<file path="src/verilog/l2_pkg.sv">
/*
 * L2 arbiter shared definitions
 * Request field types, requestor ID, port count and the control FSM states
 */
package l2_pkg;

        typedef logic [29:0] l2_addr_t;         // Word address
        typedef logic [31:0] l2_data_t;         // Write or read data word
        typedef logic [0:0]  l2_id_t;           // Requestor number

        // Round-robin logic assumes exactly two requestors
        localparam int L2_NUM_PORTS = 2;

        // Request entry packing, MSB first
        // {addr[62:33], rnw[32], wdata[31:0]}
        localparam int l2_req_width = $bits(l2_addr_t) + 1 + $bits(l2_data_t);

        typedef logic [l2_req_width-1:0] l2_req_t;

        // Output register occupancy
        typedef enum logic {
                st_idle,                        // Output register empty
                st_loaded                       // Request waiting for memory ack
        } l2_ctrl_state_t;

endpackage

</file>
<file path="src/verilog/l2_fifo.sv">
/*
 * Synchronous FIFO
 * Distributed memory with read and write indices plus a one-hot occupancy
 * vector; valid and full are taken from its end bits.
 * Depth 1 collapses to a single data register and a valid flag
 */
`timescale 1ns/1ps

module l2_fifo #(
        parameter int DATA_WIDTH = 32,
        parameter int FIFO_DEPTH = 4
) (
        input  logic                  clk,
        input  logic                  rst,
        input  logic                  push,
        input  logic                  pop,
        input  logic [DATA_WIDTH-1:0] data_in,
        output logic [DATA_WIDTH-1:0] data_out,
        output logic                  valid,
        output logic                  full
);

        generate if (FIFO_DEPTH == 1) begin : g_single
                logic held;                     // Entry present

                always_ff @(posedge clk) begin
                        if (rst)
                                held <= 1'b0;
                        else
                                held <= push | (held & ~pop); // Push wins over pop
                end

                always_ff @(posedge clk) begin
                        if (push)
                                data_out <= data_in;
                end

                assign valid = held;
                assign full  = held;            // One slot only
        end else begin : g_multi
                localparam int IDX_W = $clog2(FIFO_DEPTH);

                logic [DATA_WIDTH-1:0] lut_ram [FIFO_DEPTH];
                logic [IDX_W-1:0]      write_index;
                logic [IDX_W-1:0]      read_index;
                logic [FIFO_DEPTH:0]   count_v; // One-hot, bit n = n entries

                // Head of queue shows without delay
                assign data_out = lut_ram[read_index];

                // Indices wrap at depth so non power of two depths work too
                always_ff @(posedge clk) begin
                        if (rst) begin
                                read_index  <= '0;
                                write_index <= '0;
                        end else begin
                                if (pop)
                                        read_index <= (read_index == IDX_W'(FIFO_DEPTH - 1)) ?
                                                      '0 : read_index + 1'b1;
                                if (push)
                                        write_index <= (write_index == IDX_W'(FIFO_DEPTH - 1)) ?
                                                       '0 : write_index + 1'b1;
                        end
                end

                always_ff @(posedge clk) begin
                        if (push)
                                lut_ram[write_index] <= data_in;
                end

                // Shift up on push alone, down on pop alone, hold otherwise
                always_ff @(posedge clk) begin
                        if (rst)
                                count_v <= {{FIFO_DEPTH{1'b0}}, 1'b1};
                        else if (push & ~pop)
                                count_v <= {count_v[FIFO_DEPTH-1:0], 1'b0};
                        else if (~push & pop)
                                count_v <= {1'b0, count_v[FIFO_DEPTH:1]};
                end

                assign full  = count_v[FIFO_DEPTH];
                assign valid = ~count_v[0];     // Not at zero entries
        end endgenerate

endmodule

</file>
<file path="src/verilog/l2_arbiter_ctrl.sv">
/*
 * L2 arbiter control
 * Round-robin choice between the request FIFOs, FIFO pops, read-ID push
 * and load of the memory-facing output register
 */
`timescale 1ns/1ps

module l2_arbiter_ctrl import l2_pkg::*; (
        input  logic                    clk,
        input  logic                    rst,
        input  logic [L2_NUM_PORTS-1:0] fifo_valid,
        input  logic [L2_NUM_PORTS-1:0] fifo_rnw,
        input  logic                    id_full,
        input  logic                    mem_req_ack,
        output logic [L2_NUM_PORTS-1:0] fifo_pop,
        output l2_id_t                  grant,
        output logic                    load,
        output logic                    mem_req_valid,
        output logic                    id_push
);

        l2_ctrl_state_t          state;
        l2_id_t                  last_grant;    // Port granted most recently
        logic [L2_NUM_PORTS-1:0] eligible;
        logic                    slot_free;

        // A read may only go out while there is room to record its owner
        assign eligible = fifo_valid & ~(fifo_rnw & {L2_NUM_PORTS{id_full}});

        // Register empty, or the current request leaves on this edge
        assign slot_free = (state == st_idle) | mem_req_ack;

        always_comb begin
                case (eligible)
                        2'b01:   grant = l2_id_t'(0);
                        2'b10:   grant = l2_id_t'(1);
                        2'b11:   grant = ~last_grant;   // Tie goes to the other port
                        default: grant = last_grant;    // Nothing to grant
                endcase
        end

        assign load = slot_free & (|eligible);

        always_comb begin
                fifo_pop = '0;
                if (load)
                        fifo_pop[grant] = 1'b1; // Pop on the same edge as the load
        end

        assign id_push = load & fifo_rnw[grant];

        always_ff @(posedge clk) begin
                if (rst) begin
                        state <= st_idle;
                end else begin
                        case (state)
                                st_idle: begin
                                        if (load)
                                                state <= st_loaded;
                                end
                                st_loaded: begin
                                        // Back to back load keeps it occupied
                                        if (mem_req_ack & ~load)
                                                state <= st_idle;
                                end
                                default: state <= st_idle;
                        endcase
                end
        end

        // Start with port 0 favoured on the first tie
        always_ff @(posedge clk) begin
                if (rst)
                        last_grant <= l2_id_t'(1);
                else if (load)
                        last_grant <= grant;
        end

        assign mem_req_valid = (state == st_loaded);

endmodule

</file>
<file path="src/verilog/l2_request_mux.sv">
/*
 * L2 request mux
 * Picks the granted FIFO entry, unpacks it and holds the fields in the
 * output register that faces memory
 */
`timescale 1ns/1ps

module l2_request_mux import l2_pkg::*; (
        input  logic                         clk,
        input  logic                         load,
        input  l2_id_t                       grant,
        input  l2_req_t [L2_NUM_PORTS-1:0]   fifo_entry,
        output l2_addr_t                     mem_req_addr,
        output logic                         mem_req_rnw,
        output l2_data_t                     mem_req_wdata,
        output l2_id_t                       id_out
);

        l2_req_t  sel_entry;
        l2_addr_t sel_addr;
        logic     sel_rnw;
        l2_data_t sel_wdata;

        assign sel_entry = fifo_entry[grant];

        // Field split matches the packing in the package
        assign sel_addr  = sel_entry[l2_req_width-1 -: $bits(l2_addr_t)];
        assign sel_rnw   = sel_entry[$bits(l2_data_t)];
        assign sel_wdata = sel_entry[$bits(l2_data_t)-1:0];

        // Payload only, occupancy is tracked by the control FSM
        always_ff @(posedge clk) begin
                if (load) begin
                        mem_req_addr  <= sel_addr;
                        mem_req_rnw   <= sel_rnw;
                        mem_req_wdata <= sel_wdata;
                end
        end

        // Owner of a read, pushed into the ID FIFO with the load
        assign id_out = grant;

endmodule

</file>
<file path="src/verilog/l2_response_router.sv">
/*
 * L2 response router
 * Each memory read response pops the owner from the ID FIFO and is
 * registered toward that requestor
 */
`timescale 1ns/1ps

module l2_response_router import l2_pkg::*; (
        input  logic                    clk,
        input  logic                    rst,
        input  logic                    mem_rd_valid,
        input  l2_data_t                mem_rd_data,
        input  l2_id_t                  id_head,
        output logic                    id_pop,
        output logic [L2_NUM_PORTS-1:0] rd_valid,
        output l2_data_t                rd_data
);

        logic [L2_NUM_PORTS-1:0] owner_onehot;

        // Responses come in order, so the head is always the owner
        assign id_pop = mem_rd_valid;

        always_comb begin
                owner_onehot = '0;
                owner_onehot[id_head] = 1'b1;
        end

        always_ff @(posedge clk) begin
                if (rst)
                        rd_valid <= '0;
                else if (mem_rd_valid)
                        rd_valid <= owner_onehot;       // Single pulse on the owning port
                else
                        rd_valid <= '0;
        end

        // Data needs no reset, qualified by rd_valid
        always_ff @(posedge clk) begin
                if (mem_rd_valid)
                        rd_data <= mem_rd_data;
        end

endmodule

</file>
<file path="src/verilog/l2_arbiter_top.sv">
/*
 * L2 request arbiter
 * Two requestors share one memory port through per-port request FIFOs,
 * a round-robin control, a registered output stage and an in-order
 * read-ID FIFO used to route responses back
 */
`timescale 1ns/1ps

module l2_arbiter_top import l2_pkg::*; #(
        parameter int REQ_DEPTH = 4,            // Entries per request FIFO
        parameter int ID_DEPTH  = 4             // Reads outstanding at most
) (
        input  logic                             clk,
        input  logic                             rst,

        // Requestor side, indexed by port
        input  logic [L2_NUM_PORTS-1:0]          req_push,
        input  l2_addr_t [L2_NUM_PORTS-1:0]      req_addr,
        input  logic [L2_NUM_PORTS-1:0]          req_rnw,
        input  l2_data_t [L2_NUM_PORTS-1:0]      req_wdata,
        output logic [L2_NUM_PORTS-1:0]          req_full,
        output logic [L2_NUM_PORTS-1:0]          rd_valid,
        output l2_data_t                         rd_data,

        // Memory side
        output logic                             mem_req_valid,
        output l2_addr_t                         mem_req_addr,
        output logic                             mem_req_rnw,
        output l2_data_t                         mem_req_wdata,
        input  logic                             mem_req_ack,
        input  logic                             mem_rd_valid,
        input  l2_data_t                         mem_rd_data
);

        l2_req_t [L2_NUM_PORTS-1:0] req_entry;  // Packed request into each FIFO
        l2_req_t [L2_NUM_PORTS-1:0] fifo_entry; // Head of each FIFO
        logic [L2_NUM_PORTS-1:0]    fifo_valid;
        logic [L2_NUM_PORTS-1:0]    fifo_rnw;
        logic [L2_NUM_PORTS-1:0]    fifo_pop;
        l2_id_t                     grant;
        logic                       load;
        logic                       id_push;
        logic                       id_pop;
        logic                       id_full;
        l2_id_t                     id_in;
        l2_id_t                     id_head;

        for (genvar p = 0; p < L2_NUM_PORTS; p++) begin : g_port
                assign req_entry[p] = {req_addr[p], req_rnw[p], req_wdata[p]};
                assign fifo_rnw[p]  = fifo_entry[p][$bits(l2_data_t)]; // Head rnw bit

                l2_fifo #(
                        .DATA_WIDTH (l2_req_width),
                        .FIFO_DEPTH (REQ_DEPTH)
                ) u_req_fifo (
                        .clk      (clk),
                        .rst      (rst),
                        .push     (req_push[p]),
                        .pop      (fifo_pop[p]),
                        .data_in  (req_entry[p]),
                        .data_out (fifo_entry[p]),
                        .valid    (fifo_valid[p]),
                        .full     (req_full[p])
                );
        end

        l2_arbiter_ctrl u_ctrl (
                .clk           (clk),
                .rst           (rst),
                .fifo_valid    (fifo_valid),
                .fifo_rnw      (fifo_rnw),
                .id_full       (id_full),
                .mem_req_ack   (mem_req_ack),
                .fifo_pop      (fifo_pop),
                .grant         (grant),
                .load          (load),
                .mem_req_valid (mem_req_valid),
                .id_push       (id_push)
        );

        l2_request_mux u_mux (
                .clk           (clk),
                .load          (load),
                .grant         (grant),
                .fifo_entry    (fifo_entry),
                .mem_req_addr  (mem_req_addr),
                .mem_req_rnw   (mem_req_rnw),
                .mem_req_wdata (mem_req_wdata),
                .id_out        (id_in)
        );

        // Owner of every read in flight, oldest at the head
        l2_fifo #(
                .DATA_WIDTH ($bits(l2_id_t)),
                .FIFO_DEPTH (ID_DEPTH)
        ) u_id_fifo (
                .clk      (clk),
                .rst      (rst),
                .push     (id_push),
                .pop      (id_pop),
                .data_in  (id_in),
                .data_out (id_head),
                .valid    (),
                .full     (id_full)
        );

        l2_response_router u_router (
                .clk          (clk),
                .rst          (rst),
                .mem_rd_valid (mem_rd_valid),
                .mem_rd_data  (mem_rd_data),
                .id_head      (id_head),
                .id_pop       (id_pop),
                .rd_valid     (rd_valid),
                .rd_data      (rd_data)
        );

endmodule

</file>
<file path="config.mk">
export PLATFORM = sky130hd
export DESIGN_NAME = l2_arbiter_top
export DESIGN_NICKNAME = d
export VERILOG_FILES = /design/src/verilog/l2_pkg.sv /design/src/verilog/l2_fifo.sv /design/src/verilog/l2_arbiter_ctrl.sv /design/src/verilog/l2_request_mux.sv /design/src/verilog/l2_response_router.sv /design/src/verilog/l2_arbiter_top.sv
export SDC_FILE = /design/constraint.sdc
export NUM_CORES = 1
export LEC_CHECK = 0
export BUFFER_PORTS_ARGS = -buffer_cell sky130_fd_sc_hd__buf_2
export CORE_ASPECT_RATIO = 1.5
export CORE_UTILIZATION = 30
export CTS_BUF_LIST = sky130_fd_sc_hd__clkbuf_8
export CTS_CLUSTER_DIAMETER = 80
export DETAILED_ROUTE_END_ITERATION = 16
export GPL_ROUTABILITY_DRIVEN = 1
export MAX_ROUTING_LAYER = met4
export PLACE_DENSITY_LB_ADDON = 0.25
export SYNTH_ARGS = -nofsm -noshare
export SYNTH_HDL_FRONTEND = slang
export SYNTH_SLANG_ARGS = --single-unit
</file>
<file path="constraint.sdc">
create_clock -name clk -period 10.8 [get_ports clk]
set_input_delay 1.08 -clock clk [delete_from_list [all_inputs] [get_ports clk]]
set_output_delay 1.08 -clock clk [all_outputs]
set_load 0.02 [all_outputs]
</file>
==> results.yml <==
critical_path:
  crit_path_top_delay_cell: "dfxtp_4"
  crit_type: "flip-flop to flip-flop"
  cp.required_ns: 11.36
  crit_family: "flip-flops"
  slowest_delay_ns: 0.84
  rr_endpoint: "g_port[1].u_req_fifo.g_multi.count_v[1]$_SDFFE_PP0P_"
  crit_buf_inv: 2
  critPathLaunchType: "flip-flop"
  crit_fanout: 47
  worstSetupEndpointType: "flip-flop"
  reg2reg_depth: 11
  cp.arrival_ns: 4.17
  rrSetupSlack_ns: 7.20
  crit_chain: "mux4_2 -> a21o_1 -> a22oi_2 -> buf_4 -> nor2_1 -> inv_1 -> ha_1 -> mux2i_1 -> nor2_1 -> a21oi_1 -> nor2_1"
  path_common_cell: "nor2_1"
die:
  io_pins: 264
  start_util: 0.304
  fp.dieW_um: 231
  dieArea_um2: 79800
  core-area_um2: 77700
  rows: 125
  die_h_um: 346
synthesis:
  synthArstFlopShare: 0
  synthSimpleGateAreaFrac: 0.0441
  synthDistinctLibCells: 32
  synth_top_family_by_area: "multiplexers"
  synthFlopType: "edfxtp_1"
  yosysWarnings: 0
  synth_edf_count: 603
  yosysSeqAreaShare: 0.799
  syn_avg_cell_area_um2: 20.4
  synth-compound-area-share: 0.00923
  netlist_area_um2: 23600
  ys_seq_elements: 640
  synth_xor_area_frac: 0
  syn-num-nets: 1341
  muxShareOfSynthArea: 0.127
  synth_cells: 1159
  synthAdderAreaFrac: 0.00954
routing:
  vias_per_cell: 4.52
  vias: 11700
  ant_nets: 0
  wirelength_um: 57600
  route.detailed.drc: 0
  drt_iter0_markers: 592
  drtPass1Iterations: 4
  wl_per_cell_um: 22.2
layout:
  drive_gt1_frac: 0.354
  fin_cells: 2592
  final_common_cell: "edfxtp_1"
  nNetsFinal: 1665
  fillers: 7289
  fin_area_um2: 28100
  syn_to_final_growth_pct: 18.9
  fin_util: 0.361
  mostFrequentLayoutCells: "603 x edfxtp_1, 263 x buf_2, 191 x nand2_1"
global_routing:
  grt_pass1_vias: 12800
  grt.overflow.total: 0
  met1_usage: 0.163
  met2_usage: 0.269
  grt_first_pass_wirelength_um: 83900
  busiest_layer: "met2"
  grt_use_total: 0.151
  grt_start_max_net_pins: 71
  antenna_found_initial: 18
  grt_util_met3: 0.0307
cts:
  htree_levels: 3
  clock_path_buffers: 3
  numClockSinks: 640
  postCtsHoldBufs: 0
  clock_latency_ns: 0.71
  cts.clk_slew.worst_paths_ns: 0.06
  cts-root-buf: "clkbuf_8"
  cts-buffers-inserted: 98
  cts-resized-gates: 0
  cts_tree: "built"
  cts_setup_buffers: 0
sta:
  tns_ns: 0
  rsz0062_at_grt: "no"
  drv_slew: 0
  tightest_slew_ns: 1.07
  max_slew_margin: 0.285
  finClkSkew_ns: 0.0324
  fmax_ghz: 0.277
  setup_violations: 0
  period_minus_slack_ns: 3.60
  period_share: 0.334
  timing.final.hold_violations: 0
placement:
  place_area_um2: 26100
  dp_hpwl_um: 35700
  portBuffers: 263
  dp.cells: 2399
  gp_congestion: 0.743
worst_hold_path:
  whs_path_depth: 2
  min_path_type: "flip-flop to flip-flop"
  min_to: "u_id_fifo.g_multi.count_v[0]$_SDFFE_PP1P_"
  hold_start: "u_id_fifo.g_multi.count_v[0]$_SDFFE_PP1P_"
pwr:
  p_leak_nw: 9.75
  ir_worst_vdd_v: 0.000137
  power_density_nw_per_um2: 229
run:
  maxCapViolCount: 0
status:
  status: "complete, no violations"
[synth_stat cells, types with 6 or more instances]
| library cell | instances | area (um^2) |
|---|---|---|
| clkbuf_1 | 43 | 161 |
| mux4_2 | 127 | 2860 |
| and2_1 | 8 | 50.1 |
| dfxtp_1 | 37 | 741 |
| buf_2 | 6 | 30.0 |
| edfxtp_1 | 603 | 18100 |
| nor2_1 | 34 | 128 |
| o21ai_0 | 8 | 40.0 |
| inv_1 | 10 | 37.5 |
| ha_1 | 18 | 225 |
| a21oi_1 | 22 | 110 |
| mux2i_1 | 13 | 130 |
| nand2_1 | 191 | 717 |
[per-layer routing]
metal	part of all wire	up-vias
met4	0.027	0
met1	0.38	6022
met2	0.54	344
li1	-	5245
met3	0.054	99
met5	0	-
[cell families (layout without fill, tap and decap cells)]
kind of cell,count (synthesis),after routing
buffers and inverters,66,472
adder cells (fa/ha/maj),18,18
multiplexers,140,140
other,0,11
AO/OA/AOI/OAI,38,38
AND/OR/NAND/NOR,257,257
flip-flops,640,640
[stage by stage]
| stage | hold WS [ns] | power, W | setup WS (ns) |
|---|---|---|---|
| after floorplan | 0.439 | 0.00404 | 6.74 |
| after global placement | 0.454 | 0.00455 | 7.13 |
| after detailed placement | 0.472 | 0.00457 | 7.09 |
| after CTS | 0.462 | 0.00657 | 7.06 |
| after global routing | 0.492 | 0.00675 | 6.85 |
| final | 0.489 | 0.00642 | 7.20 |
[power breakdown]
part	switching [W]	internal, W
Combinational	0.000784	0.000480
Sequential	0.000151	0.00304
Clock	0.000959	0.00101
Total	0.00189	0.00453
[final cells by class]
class	count	area [um^2]	area share
flip-flops and latches	640	18900	0.672
multi-input cells	453	4490	0.160
repair buffers	278	1430	0.0509
clock buffers	99	1360	0.0486
well taps	1016	1270	0.0453
clock inverters	83	567	0.0202
inverters	12	50.0	0.00178
diodes	11	27.5	0.000981
[how the worst max path moves through the flow]
| stage | slack, ns | cells after the start | end |
|---|---|---|---|
| floorplan | 6.74 | 11 | g_port[0].u_req_fifo.g_multi.count_v[1]$_SDFFE_PP0P_ |
| global placement | 7.13 | 11 | g_port[1].u_req_fifo.g_multi.count_v[2]$_SDFFE_PP0P_ |
| detailed placement | 7.09 | 11 | g_port[1].u_req_fifo.g_multi.count_v[1]$_SDFFE_PP0P_ |
| CTS | 7.06 | 11 | g_port[1].u_req_fifo.g_multi.count_v[1]$_SDFFE_PP0P_ |
| global route | 6.85 | 11 | g_port[1].u_req_fifo.g_multi.count_v[1]$_SDFFE_PP0P_ |
| finish | 7.20 | 11 | g_port[1].u_req_fifo.g_multi.count_v[1]$_SDFFE_PP0P_ |
[sequential cells by signal (all words and copies together) (netlist names), 4 cells and up, named ones only]
signal / flops
g_port.u_req_fifo.g_multi.lut_ram: 504
u_mux.mem_req_addr: 30
u_router.rd_data: 32
g_port.u_req_fifo.g_multi.write_index: 4
g_port.u_req_fifo.g_multi.read_index: 4
u_id_fifo.g_multi.count_v: 5
g_port.u_req_fifo.g_multi.count_v: 10
u_id_fifo.g_multi.lut_ram: 4
u_mux.mem_req_wdata: 32
[tightest hold or removal path, stage by stage (launching register included)]
cell     delay [ns]
dfxtp_1        0.33
a21oi_1        0.06
o21ai_0        0.07
Power figures use the tool's default switching activity.
